**config.mk**
```make
export PLATFORM = sky130hd
export DESIGN_NAME = rv_int_core
export DESIGN_NICKNAME = d
export VERILOG_FILES = /design/src/hw/rv_core_pkg.sv /design/src/hw/rv_issue_if.sv /design/src/hw/rv_result_if.sv /design/src/hw/rv_alu.sv /design/src/hw/rv_decoder.sv /design/src/hw/rv_int_core.sv /design/src/hw/rv_regfile.sv /design/src/hw/rv_retire.sv
export SDC_FILE = /design/constraint.sdc
export NUM_CORES = 2
export LEC_CHECK = 0
export CAP_MARGIN = 10
export CORE_MARGIN = 4
export CORE_UTILIZATION = 64
export DETAILED_ROUTE_END_ITERATION = 10
export DONT_BUFFER_PORTS = 1
export MAX_ROUTING_LAYER = met4
export PLACE_DENSITY = 0.87
export SYNTH_ARGS = -nofsm -noshare
export SYNTH_HDL_FRONTEND = slang
export SYNTH_SLANG_ARGS = --single-unit
export TNS_END_PERCENT = 20
```
**constraint.sdc**
```tcl
create_clock -name clk -period 7.95 [get_ports clk]
set_input_delay 1.59 -clock clk [delete_from_list [all_inputs] [get_ports clk]]
set_output_delay 1.59 -clock clk [all_outputs]
set_load 0.01 [all_outputs]
```
**src/hw/rv_core_pkg.sv**
```systemverilog
//////////////////////////////////////////////////
// Shared widths, encodings and types of the core
// Only the RV32I subset listed in the opcodes below
// is decoded, everything else traps
//////////////////////////////////////////////////

package rv_core_pkg;

  localparam int unsigned Xlen    = 32;
  localparam int unsigned NumRegs = 32;

  // Vector types
  typedef logic [Xlen-1:0]            word_t;
  typedef logic [31:0]                insn_t;
  typedef logic [$clog2(NumRegs)-1:0] reg_addr_t;
  typedef logic [31:0]                order_t;

  //////////////////////////////////////////////////
  // Opcodes
  //////////////////////////////////////////////////

  localparam logic [6:0] OpcOp    = 7'b0110011;
  localparam logic [6:0] OpcOpImm = 7'b0010011;
  localparam logic [6:0] OpcLui   = 7'b0110111;

  //////////////////////////////////////////////////
  // Funct3 encodings shared by OP and OP-IMM
  //////////////////////////////////////////////////

  localparam logic [2:0] F3Add  = 3'b000;
  localparam logic [2:0] F3Sll  = 3'b001;
  localparam logic [2:0] F3Slt  = 3'b010;
  localparam logic [2:0] F3Sltu = 3'b011;
  localparam logic [2:0] F3Xor  = 3'b100;
  localparam logic [2:0] F3Sr   = 3'b101;
  localparam logic [2:0] F3Or   = 3'b110;
  localparam logic [2:0] F3And  = 3'b111;

  // ALU operations, AluPassB forwards operand B for LUI
  typedef enum logic [3:0] {
    AluAdd,
    AluSub,
    AluSll,
    AluSlt,
    AluSltu,
    AluXor,
    AluSrl,
    AluSra,
    AluOr,
    AluAnd,
    AluPassB
  } alu_op_e;

endpackage

```
**src/hw/rv_issue_if.sv**
```systemverilog
//////////////////////////////////////////////////
// Decode to execute stream, valid/ready handshake
// Payload stays stable while valid waits for ready
//////////////////////////////////////////////////

`timescale 1ns/1ps

interface rv_issue_if import rv_core_pkg::*; ();

  logic      valid;
  logic      ready;
  insn_t     insn;
  alu_op_e   alu_op;
  word_t     operand_a;
  word_t     operand_b;
  reg_addr_t rd_addr;
  logic      rd_we;
  logic      trap;

  modport decode (
    output valid, insn, alu_op, operand_a, operand_b, rd_addr, rd_we, trap,
    input  ready
  );

  modport execute (
    input  valid, insn, alu_op, operand_a, operand_b, rd_addr, rd_we, trap,
    output ready
  );

endinterface

```
**src/hw/rv_result_if.sv**
```systemverilog
//////////////////////////////////////////////////
// Execute to retirement stream, valid/ready
// Carries the computed result with its instruction
//////////////////////////////////////////////////

`timescale 1ns/1ps

interface rv_result_if import rv_core_pkg::*; ();

  logic      valid;
  logic      ready;
  insn_t     insn;
  reg_addr_t rd_addr;
  logic      rd_we;
  logic      trap;
  word_t     wdata;

  modport execute (
    output valid, insn, rd_addr, rd_we, trap, wdata,
    input  ready
  );

  modport retire (
    input  valid, insn, rd_addr, rd_we, trap, wdata,
    output ready
  );

endinterface

```
**src/hw/rv_alu.sv**
```systemverilog
//////////////////////////////////////////////////
// Execute stage, ALU plus one result slot
// Shift amounts use operand B bits [4:0] only
//////////////////////////////////////////////////

`timescale 1ns/1ps

module rv_alu import rv_core_pkg::*; (
  input  logic         clk,
  input  logic         rst_ni,
  rv_issue_if.execute  issue,
  rv_result_if.execute result
);

  word_t      alu_result;
  logic [4:0] shamt;
  logic       slot_ready;

  assign shamt = issue.operand_b[4:0];

  always_comb begin
    case (issue.alu_op)
      AluAdd:   alu_result = issue.operand_a + issue.operand_b;
      AluSub:   alu_result = issue.operand_a - issue.operand_b;
      AluSll:   alu_result = issue.operand_a << shamt;
      AluSlt: begin
        alu_result = {{(Xlen-1){1'b0}},
                      $signed(issue.operand_a) < $signed(issue.operand_b)};
      end
      AluSltu: begin
        alu_result = {{(Xlen-1){1'b0}}, issue.operand_a < issue.operand_b};
      end
      AluXor:   alu_result = issue.operand_a ^ issue.operand_b;
      AluSrl:   alu_result = issue.operand_a >> shamt;
      AluSra:   alu_result = word_t'($signed(issue.operand_a) >>> shamt);
      AluOr:    alu_result = issue.operand_a | issue.operand_b;
      AluAnd:   alu_result = issue.operand_a & issue.operand_b;
      AluPassB: alu_result = issue.operand_b;
      default:  alu_result = '0;
    endcase
  end

  // Slot takes new data when empty or draining this cycle
  assign slot_ready  = !result.valid || result.ready;
  assign issue.ready = slot_ready;

  always_ff @(posedge clk or negedge rst_ni) begin
    if (!rst_ni) begin
      result.valid <= 1'b0;
    end else if (slot_ready) begin
      result.valid <= issue.valid;
    end
  end

  always_ff @(posedge clk) begin
    if (slot_ready) begin
      result.insn    <= issue.insn;
      result.rd_addr <= issue.rd_addr;
      result.rd_we   <= issue.rd_we;
      result.trap    <= issue.trap;
      result.wdata   <= alu_result;
    end
  end

endmodule

```
**src/hw/rv_decoder.sv**
```systemverilog
//////////////////////////////////////////////////
// Decode stage with one issue slot
// RAW and WAW hazards stall the input stream until
// the pending register has been written back
//////////////////////////////////////////////////

`timescale 1ns/1ps

module rv_decoder import rv_core_pkg::*; (
  input  logic       clk,
  input  logic       rst_ni,
  input  logic       instr_valid_i,
  output logic       instr_ready_o,
  input  insn_t      instr_i,
  rv_issue_if.decode issue,
  input  logic       wb_we_i,
  input  reg_addr_t  wb_addr_i,
  input  word_t      wb_data_i
);

  // Shared funct3 mapping, alt selects SUB or SRA
  function automatic alu_op_e base_op(logic [2:0] f3, logic alt);
    alu_op_e op;
    case (f3)
      F3Add:   op = alt ? AluSub : AluAdd;
      F3Sll:   op = AluSll;
      F3Slt:   op = AluSlt;
      F3Sltu:  op = AluSltu;
      F3Xor:   op = AluXor;
      F3Sr:    op = alt ? AluSra : AluSrl;
      F3Or:    op = AluOr;
      default: op = AluAnd;
    endcase
    return op;
  endfunction

  logic [6:0]         opcode;
  logic [2:0]         funct3;
  logic [6:0]         funct7;
  reg_addr_t          rs1;
  reg_addr_t          rs2;
  reg_addr_t          rd;
  word_t              rdata_a;
  word_t              rdata_b;
  word_t              operand_b;
  alu_op_e            alu_op;
  logic               legal;
  logic               uses_rs1;
  logic               uses_rs2;
  logic [NumRegs-1:0] pending_q;
  logic               hazard;
  logic               slot_ready;
  logic               accept;

  assign opcode = instr_i[6:0];
  assign rd     = instr_i[11:7];
  assign funct3 = instr_i[14:12];
  assign rs1    = instr_i[19:15];
  assign rs2    = instr_i[24:20];
  assign funct7 = instr_i[31:25];

  rv_regfile regfile_inst (
    .clk       (clk),
    .rst_ni    (rst_ni),
    .raddr_a_i (rs1),
    .raddr_b_i (rs2),
    .rdata_a_o (rdata_a),
    .rdata_b_o (rdata_b),
    .we_i      (wb_we_i),
    .waddr_i   (wb_addr_i),
    .wdata_i   (wb_data_i)
  );

  //////////////////////////////////////////////////
  // Instruction decode
  //////////////////////////////////////////////////

  always_comb begin
    alu_op    = AluAdd;
    operand_b = rdata_b;
    legal     = 1'b0;
    uses_rs1  = 1'b0;
    uses_rs2  = 1'b0;
    case (opcode)
      OpcOp: begin
        alu_op   = base_op(funct3, funct7[5]);
        uses_rs1 = 1'b1;
        uses_rs2 = 1'b1;
        legal    = (funct7 == 7'b0000000) ||
                   ((funct7 == 7'b0100000) && ((funct3 == F3Add) || (funct3 == F3Sr)));
      end
      OpcOpImm: begin
        // Upper imm bits act as funct7 only for shifts
        alu_op    = base_op(funct3, funct7[5] && (funct3 == F3Sr));
        operand_b = {{(Xlen-12){instr_i[31]}}, instr_i[31:20]};
        uses_rs1  = 1'b1;
        if (funct3 == F3Sll) begin
          legal = (funct7 == 7'b0000000);
        end else if (funct3 == F3Sr) begin
          legal = (funct7 == 7'b0000000) || (funct7 == 7'b0100000);
        end else begin
          legal = 1'b1;
        end
      end
      OpcLui: begin
        alu_op    = AluPassB;
        operand_b = {instr_i[31:12], 12'b0};
        legal     = 1'b1;
      end
      default: begin
        legal = 1'b0;
      end
    endcase
  end

  //////////////////////////////////////////////////
  // Hazard check and handshake
  //////////////////////////////////////////////////

  assign hazard = (uses_rs1 && pending_q[rs1]) ||
                  (uses_rs2 && pending_q[rs2]) ||
                  (legal && pending_q[rd]);

  assign slot_ready    = !issue.valid || issue.ready;
  assign instr_ready_o = slot_ready && !hazard;
  assign accept        = instr_valid_i && instr_ready_o;

  // x0 is never marked, a stalled rd cannot collide with the clear
  always_ff @(posedge clk or negedge rst_ni) begin
    if (!rst_ni) begin
      pending_q <= '0;
    end else begin
      if (wb_we_i) begin
        pending_q[wb_addr_i] <= 1'b0;
      end
      if (accept && legal && (rd != '0)) begin
        pending_q[rd] <= 1'b1;
      end
    end
  end

  always_ff @(posedge clk or negedge rst_ni) begin
    if (!rst_ni) begin
      issue.valid <= 1'b0;
    end else if (slot_ready) begin
      issue.valid <= accept;
    end
  end

  always_ff @(posedge clk) begin
    if (accept) begin
      issue.insn      <= instr_i;
      issue.alu_op    <= alu_op;
      issue.operand_a <= rdata_a;
      issue.operand_b <= operand_b;
      issue.rd_addr   <= rd;
      issue.rd_we     <= legal;
      issue.trap      <= !legal;
    end
  end

endmodule

```
**src/hw/rv_int_core.sv**
```systemverilog
//////////////////////////////////////////////////
// Integer core top, instruction stream in and
// retirement records out, both valid/ready
// Latency is three edges when nothing stalls
//////////////////////////////////////////////////

`timescale 1ns/1ps

module rv_int_core import rv_core_pkg::*; (
  input  logic      clk,
  input  logic      rst_ni,
  input  logic      instr_valid_i,
  output logic      instr_ready_o,
  input  insn_t     instr_i,
  output logic      ret_valid_o,
  input  logic      ret_ready_i,
  output order_t    ret_order_o,
  output insn_t     ret_insn_o,
  output reg_addr_t ret_rd_addr_o,
  output word_t     ret_rd_wdata_o,
  output logic      ret_trap_o
);

  // Write-back path from retirement to decode
  logic      wb_we;
  reg_addr_t wb_addr;
  word_t     wb_data;

  rv_issue_if  issue_if ();
  rv_result_if result_if ();

  //////////////////////////////////////////////////
  // Stages
  //////////////////////////////////////////////////

  rv_decoder decoder_inst (
    .clk           (clk),
    .rst_ni        (rst_ni),
    .instr_valid_i (instr_valid_i),
    .instr_ready_o (instr_ready_o),
    .instr_i       (instr_i),
    .issue         (issue_if.decode),
    .wb_we_i       (wb_we),
    .wb_addr_i     (wb_addr),
    .wb_data_i     (wb_data)
  );

  rv_alu alu_inst (
    .clk    (clk),
    .rst_ni (rst_ni),
    .issue  (issue_if.execute),
    .result (result_if.execute)
  );

  rv_retire retire_inst (
    .clk            (clk),
    .rst_ni         (rst_ni),
    .result         (result_if.retire),
    .ret_valid_o    (ret_valid_o),
    .ret_ready_i    (ret_ready_i),
    .ret_order_o    (ret_order_o),
    .ret_insn_o     (ret_insn_o),
    .ret_rd_addr_o  (ret_rd_addr_o),
    .ret_rd_wdata_o (ret_rd_wdata_o),
    .ret_trap_o     (ret_trap_o),
    .wb_we_o        (wb_we),
    .wb_addr_o      (wb_addr),
    .wb_data_o      (wb_data)
  );

endmodule

```
**src/hw/rv_regfile.sv**
```systemverilog
//////////////////////////////////////////////////
// Register file, x0 reads as zero
// Reads are combinational with no write bypass
//////////////////////////////////////////////////

`timescale 1ns/1ps

module rv_regfile import rv_core_pkg::*; (
  input  logic      clk,
  input  logic      rst_ni,
  input  reg_addr_t raddr_a_i,
  input  reg_addr_t raddr_b_i,
  output word_t     rdata_a_o,
  output word_t     rdata_b_o,
  input  logic      we_i,
  input  reg_addr_t waddr_i,
  input  word_t     wdata_i
);

  // Only x1..x31 are storage
  word_t regs_q [1:NumRegs-1];

  always_ff @(posedge clk or negedge rst_ni) begin
    if (!rst_ni) begin
      for (int i = 1; i < NumRegs; i++) begin
        regs_q[i] <= '0;
      end
    end else if (we_i && (waddr_i != '0)) begin
      regs_q[waddr_i] <= wdata_i;
    end
  end

  assign rdata_a_o = (raddr_a_i == '0) ? '0 : regs_q[raddr_a_i];
  assign rdata_b_o = (raddr_b_i == '0) ? '0 : regs_q[raddr_b_i];

endmodule

```
**src/hw/rv_retire.sv**
```systemverilog
//////////////////////////////////////////////////
// Retirement stage, holds the output record
// Write-back fires on the output transfer only
//////////////////////////////////////////////////

`timescale 1ns/1ps

module rv_retire import rv_core_pkg::*; (
  input  logic        clk,
  input  logic        rst_ni,
  rv_result_if.retire result,
  output logic        ret_valid_o,
  input  logic        ret_ready_i,
  output order_t      ret_order_o,
  output insn_t       ret_insn_o,
  output reg_addr_t   ret_rd_addr_o,
  output word_t       ret_rd_wdata_o,
  output logic        ret_trap_o,
  output logic        wb_we_o,
  output reg_addr_t   wb_addr_o,
  output word_t       wb_data_o
);

  logic slot_ready;
  logic transfer;
  logic writes_rd;

  assign transfer      = ret_valid_o && ret_ready_i;
  assign slot_ready    = !ret_valid_o || ret_ready_i;
  assign result.ready  = slot_ready;

  // Trace shows zero rd and data unless a real register is written
  assign writes_rd = result.rd_we && (result.rd_addr != '0);

  always_ff @(posedge clk or negedge rst_ni) begin
    if (!rst_ni) begin
      ret_valid_o <= 1'b0;
      ret_order_o <= '0;
    end else begin
      if (slot_ready) begin
        ret_valid_o <= result.valid;
      end
      if (transfer) begin
        ret_order_o <= ret_order_o + order_t'(1);
      end
    end
  end

  always_ff @(posedge clk) begin
    if (slot_ready) begin
      ret_insn_o     <= result.insn;
      ret_rd_addr_o  <= writes_rd ? result.rd_addr : '0;
      ret_rd_wdata_o <= writes_rd ? result.wdata : '0;
      ret_trap_o     <= result.trap;
    end
  end

  // rd is already zero for non-writing records
  assign wb_we_o   = transfer && (ret_rd_addr_o != '0);
  assign wb_addr_o = ret_rd_addr_o;
  assign wb_data_o = ret_rd_wdata_o;

endmodule

```
Yosys cells after proc, flatten, opt, wreduce, memory -nomap -nowiden

Cells that the tools add are included.

Flip-flop bits (word level): 1307
Input port bits: 36
Output and inout bits: 104
Logic and storage cells: 173

Add/subtract/negate cells: 3
$lt $le $gt $ge: 12
Equal/unequal tests: 20
Shift operators: 3
Muxes and demuxes: 36
Bitwise gates (word level): 9
Reductions and logical operators: 38

Operators with widths:

| cell                  | count |
|---|---|
| $bwmux 992            | 1 |
| $pmux 32 s11          | 1 |
| $bmux 32 s5           | 2 |
| $mux 32               | 8 |
| $demux 32 s5          | 1 |
| $and 32x32->32        | 2 |
| $lt 32x32->1          | 2 |
| $or 32x32->32         | 2 |
| $pmux 32 s2           | 1 |
| $pmux 4 s7            | 2 |
| $add 32x1->32 const B | 1 |
| $add 32x32->32        | 1 |
| $not 32->32           | 1 |
| $shl 32x5->32         | 1 |
| $shr 32x5->32         | 1 |
| $sshr 32x5->32        | 1 |
| $sub 32x32->32        | 1 |
| $xor 32x32->32        | 1 |
| $lt 5x6->1 const B    | 4 |
| $eq 7x6->1 const B    | 3 |
| $ge 6x6->1 const B    | 3 |
| $not 5->6             | 3 |
| $eq 4x3->1 const B    | 4 |
| $logic_and 1x1->1     | 16 |
| other kinds (22)      | 58 |

Depth between registers and ports, before layout

Depth in word-level cells: 13
Depth in mapped cells: 16
Gate-level depth less buffers: 12

By module

Synthesis repeated with hierarchy kept, for this count alone.

Cell total of the unflattened synthesis: 5853
Area total of the unflattened synthesis: 74805.5 sq um

Modules (own cells, without submodules):

| module     | instances | cells an instance | area an instance (sq um) | seq. area each (sq um) |
|---|---|---|---|---|
| rv_regfile | 1         | 3776              | 53585.1                  | 24823.8 |
| rv_alu     | 1         | 1397              | 10933.0                  | 2157.1 |
| rv_decoder | 1         | 403               | 6154.7                   | 3888.7 |
| rv_retire  | 1         | 277               | 4132.7                   | 2927.8 |

Worst setup path before layout

Ideal clock, no wire load.

Kind: input-to-reg
Start: input port instr_i[20]
End: register decoder_inst.issue.alu_op[0], enable pin
Setup time: 0.474 ns
Arrival time: 5.810 ns
Data required time: 7.476 ns
Slack: 1.666 ns
Cell stages on the path: 8
Path buffers: 2
Cell sequence: buf_4 buf_2 mux4_2 mux4_2 mux2i_1 o32ai_1 a31oi_4 and3_1

Word-level cells in the longest chain between the ends: 8

Ends and longest elaborated chain:

| item                         | line              | text |
|---|---|---|
| from (decl)                  | rv_int_core.sv:14 | `input insn_t instr_i,` |
| $bmux 1 s5                   | rv_decoder.sv:121 | `(uses_rs2 && pending_q[rs2]) \|\|` |
| $mux 1 (implied by the code) | rv_decoder.sv:121 |  |
| $logic_and 1x1->1            | rv_decoder.sv:121 |  |
| $logic_or 1x1->1             | rv_decoder.sv:120 | `assign hazard = (uses_rs1 && pending_q[rs1]) \|\|` |
| $logic_or 1x1->1             | rv_decoder.sv:121 |  |
| $logic_not 1->1              | rv_decoder.sv:125 | `assign instr_ready_o = slot_ready && !hazard;` |
| $logic_and 1x1->1            | rv_decoder.sv:125 |  |
| $logic_and 1x1->1            | rv_decoder.sv:126 | `assign accept = instr_valid_i && instr_ready_o;` |
| net decoder_inst.accept      | rv_decoder.sv:53  | `logic accept;` |
| to (decl)                    | rv_issue_if.sv:21 | `output valid, insn, alu_op, operand_a, operand_b, rd_addr, rd_we, trap,` |

The timed path passes the listed nets, and every way through them passes these cells. The select of a mux whose other input is x is not followed.
A chain may end at the register's enable or synchronous reset.

Worst setup path after layout

Start: input port instr_i[26]
End: output port instr_ready_o

Word-level cells in the longest chain between the ends: 9
Elaborated cells between the ends (all ways): 12
Classes of those cells: 1 x eq/ne; 3 x mux; 8 x reduce/logical

Ends and longest elaborated chain:

| item                                          | line              | text |
|---|---|---|
| $eq 7x6->1 or $logic_not 7->1 (tied branches) | n/a               |  |
| $logic_or 1x1->1                              | rv_decoder.sv:100 | `legal = (funct7 == 7'b0000000) \|\| (funct7 == 7'b0100000);` |
| $mux 1                                        | rv_decoder.sv:99  | `end else if (funct3 == F3Sr) begin` |
| $mux 1                                        | rv_decoder.sv:97  | `if (funct3 == F3Sll) begin` |
| $pmux 1 s3 *                                  | rv_decoder.sv:84  | `case (opcode)` |
| net decoder_inst.legal                        | rv_decoder.sv:47  | `logic legal;` |
| $logic_and 1x1->1 *                           | rv_decoder.sv:122 | `(legal && pending_q[rd]);` |
| $logic_or 1x1->1 *                            | rv_decoder.sv:121 |  |
| $logic_not 1->1 *                             | rv_decoder.sv:125 |  |
| $logic_and 1x1->1 *                           | rv_decoder.sv:125 |  |
| to (decl)                                     | rv_int_core.sv:13 | `output logic instr_ready_o,` |

Mark *: on every way through the listed nets, which the timed path passes. The rest lies on a longest branch.

==> results.cfg <==
[sta]
fin_crit_sh = 0.677
final_hold_viol_count = 0
whs_ps = 418
period_minus_slack_ps = 5380
worstMarginPinSlew_ps = 1400
slew_violations = 0
tns_ps = 0
finalSetupViolCount = 0
skew_ps = 34.0
fmax_mhz = 186
max-slew-margin-rel = 0.0662
rsz0062_at_grt = no

[worst_setup_path]
startpoint_type = input port
cp.arrival_ps = 3790
reg2reg_setup_slack_ps = 3410
worstPathRequired_ps = 6360
crit_slowest_cell = o32ai_1
worstSetupPathType = in -> out
reg2reg_depth = 14
timing.rr.end = alu_inst.result.wdata[31]
slowest_delay_ps = 580
path_cells = or4_1 -> nor3_1 -> a21oi_1 -> o32ai_1 -> nand2b_1 -> and2_1
crit_path_end_kind = output pin
r2r_start = decoder_inst.issue.operand_b[4]
cp_max_fo = 4

[yosys]
synth_area_leaders = dfrtp_1 36%, mux4_2 19%, mux2_2 17%, edfxtp_1 9.8%, clkbuf_1 1.8%
synth_ff_type = dfrtp_1
netlist_instances = 5198
yosys.cell_count.top_type = mux2_2
synthArstFlopShare = 0.816
ys_ff_latch = 1297
yosys-top-cells-count = 1103 x mux2_2, 1059 x dfrtp_1, 626 x mux4_2, 342 x clkbuf_1, 238 x edfxtp_1
syn_avg_cell_area_um2 = 14.0
synth_edf_count = 238
synth_cell_types = 80
ys_warn_count = 0
syn_nets = 5334
syn_area_mm2 = 0.0727
netlist.area_leader.share = 0.364
seq_area_frac_synth = 0.463
yosys.area.top_type = dfrtp_1

[drt]
drt_pass1_iterations = 9
drt-initial-drc-count = 6463
viasPerCell = 7.59
num_vias = 49700
drc = 0
wl_um = 228000
wl_per_cell_um = 34.8
ant_nets = 0

[floorplan]
die_w_um = 345
rows = 123
start_util = 0.645
coreArea_mm2 = 0.113
io_pins = 140
die_h_um = 345
die-area_mm2 = 0.119

[cts]
post_cts_buffers = 0
hold_buffers = 0
cts_tree = done
cts_buffers = 136
root_buffer = clkbuf_16
cts_htree_levels = 4
clk_pin_slew_worst_paths_ps = 60
cts_resized = 0
worst_skew_pair.late_latency_ps = 770
clk_path_buf_depth = 3
cts_sinks = 1297

[hold_path]
hold_path_class = reg -> reg
whs_path_depth = 0
hold_end = retire_inst.ret_insn_o[6]
min_from = alu_inst.result.insn[6]

[run]
drv_cap = 0

[status]
status = complete, no violations

[grt]
grt_pass1_vias = 51000
grt_pass1_wl_um = 340000
grt_max_degree = 1060
grt_usage = 0.394
grt_overflow_total = 0
antenna_found_initial = 16

[placed_design]
place_congestion = 1.06
io_buffers = 0
hpwlAfterDp_um = 131000

[final_layout]
drive_gt1_frac = 0.415
syn2layout_area_growth_pct = 7.47
layout.nets = 5077
fill_cells = 7069

[power]
report.power.total_mw = 23.6
leakage_nw = 33.5
power.density_mw_per_mm2 = 302
irDropWorstVdd_uv = 249
==> where the power goes <==
group	total (mW)	switching, mW	internal [mW]
sequential	10.3	1.63	8.66
clock	6.31	2.71	3.60
combinational	6.99	3.32	3.67
total	23.6	7.67	15.9
==> final cells by class <==
type / count / area [um^2] / share of cell area
Tap cell: 1500 / 1880 / 0.0240
Clock inverter: 34 / 355 / 0.00455
Timing Repair Buffer: 92 / 788 / 0.0101
Multi-Input combinational cell: 3295 / 37000 / 0.474
Clock buffer: 205 / 3980 / 0.0509
Sequential cell: 1297 / 33600 / 0.431
Inverter: 119 / 448 / 0.00573
Antenna cell: 15 / 37.5 / 0.000480
==> flip-flops by register name, indices dropped and copies added, names as in the netlist <==
signal / count
decoder_inst.regfile_inst.regs_q: 992
decoder_inst.issue.operand_b: 32
alu_inst.result.insn: 28
alu_inst.result.trap: 1
retire_inst.ret_rd_wdata_o: 32
alu_inst.result.valid: 1
alu_inst.result.rd_addr: 4
decoder_inst.issue.trap: 1
retire_inst.ret_valid_o: 1
retire_inst.ret_rd_addr_o: 5
retire_inst.ret_order_o: 32
alu_inst.result.wdata: 32
decoder_inst.issue.valid: 1
decoder_inst.pending_q: 32
retire_inst.ret_trap_o: 1
decoder_inst.issue.operand_a: 32
decoder_inst.issue.alu_op: 4
retire_inst.ret_insn_o: 32
decoder_inst.issue.rd_we: 1
decoder_inst.issue.insn: 28
decoder_inst.issue.rd_addr: 4
alu_inst.result.rd_we: 1
==> through the flow <==
| stage | utilization | setup WS (ps) | cells | instance area, um^2 |
|---|---|---|---|---|
| detailed placement | 0.654 | 2690 | 6297 | 73600 |
| global route | 0.694 | 2510 | 6555 | 78100 |
| finish | 0.694 | 2570 | 6557 | 78100 |
| floorplan | - | 1670 | 5198 | 72700 |
| CTS | 0.692 | 2650 | 6536 | 78000 |
| global placement | 0.654 | 2580 | 6297 | 73600 |
==> worst max path at each step <==
stage | end | startpoint | cells past startpoint | slack, ps
2_1_floorplan | decoder_inst.issue.alu_op[0] | instr_i[20] | 8 | 1670
3_3_place_gp | instr_ready_o | instr_i[26] | 6 | 2580
3_5_place_dp | instr_ready_o | instr_i[26] | 6 | 2690
4_1_cts | instr_ready_o | instr_i[26] | 6 | 2650
5_1_grt | instr_ready_o | instr_i[26] | 6 | 2510
6_report | instr_ready_o | instr_i[26] | 6 | 2570
==> routing by layer <==
layer	track usage	wire length, um	vias up
met5	-	0	-
met4	0.221	14600	0
met3	0.122	28100	924
met2	0.579	106000	3505
met1	0.493	79800	25700
li1	-	-	19600
==> placed cells by master (no fill, tap or decap), types with 117 or more instances in the layout <==
master | synthesis | layout
nor2_1 | 199 | 178
nand2_1 | 186 | 176
edfxtp_1 | 238 | 238
mux2_2 | 1103 | 1103
clkbuf_16 | 0 | 140
dfrtp_1 | 1059 | 1059
a21oi_1 | 158 | 158
o21ai_0 | 143 | 142
inv_1 | 119 | 117
mux4_2 | 626 | 626
==> kinds of logic (layout without fill, tap and decap cells) <==
kind of cell / count (synthesis) / in the layout / share of synthesized area
buffers and inverters: 606 / 450 / 0.0320
adders and majority gates: 100 / 100 / 0.0174
xor gates and xnor gates: 40 / 40 / 0.00482
DFF: 1297 / 1297 / 0.463
muxes: 1812 / 1812 / 0.376
other: 0 / 15 / 0
and+or+nand+nor: 645 / 645 / 0.0419
AOI/OAI and AO/OA: 698 / 698 / 0.0649
==> worst max-delay path: cells and delay by family <==
family / cells / cell delay, ps
simple gates: 4 / 1460
compound gates: 2 / 740
(Power assumes the default switching activity.)
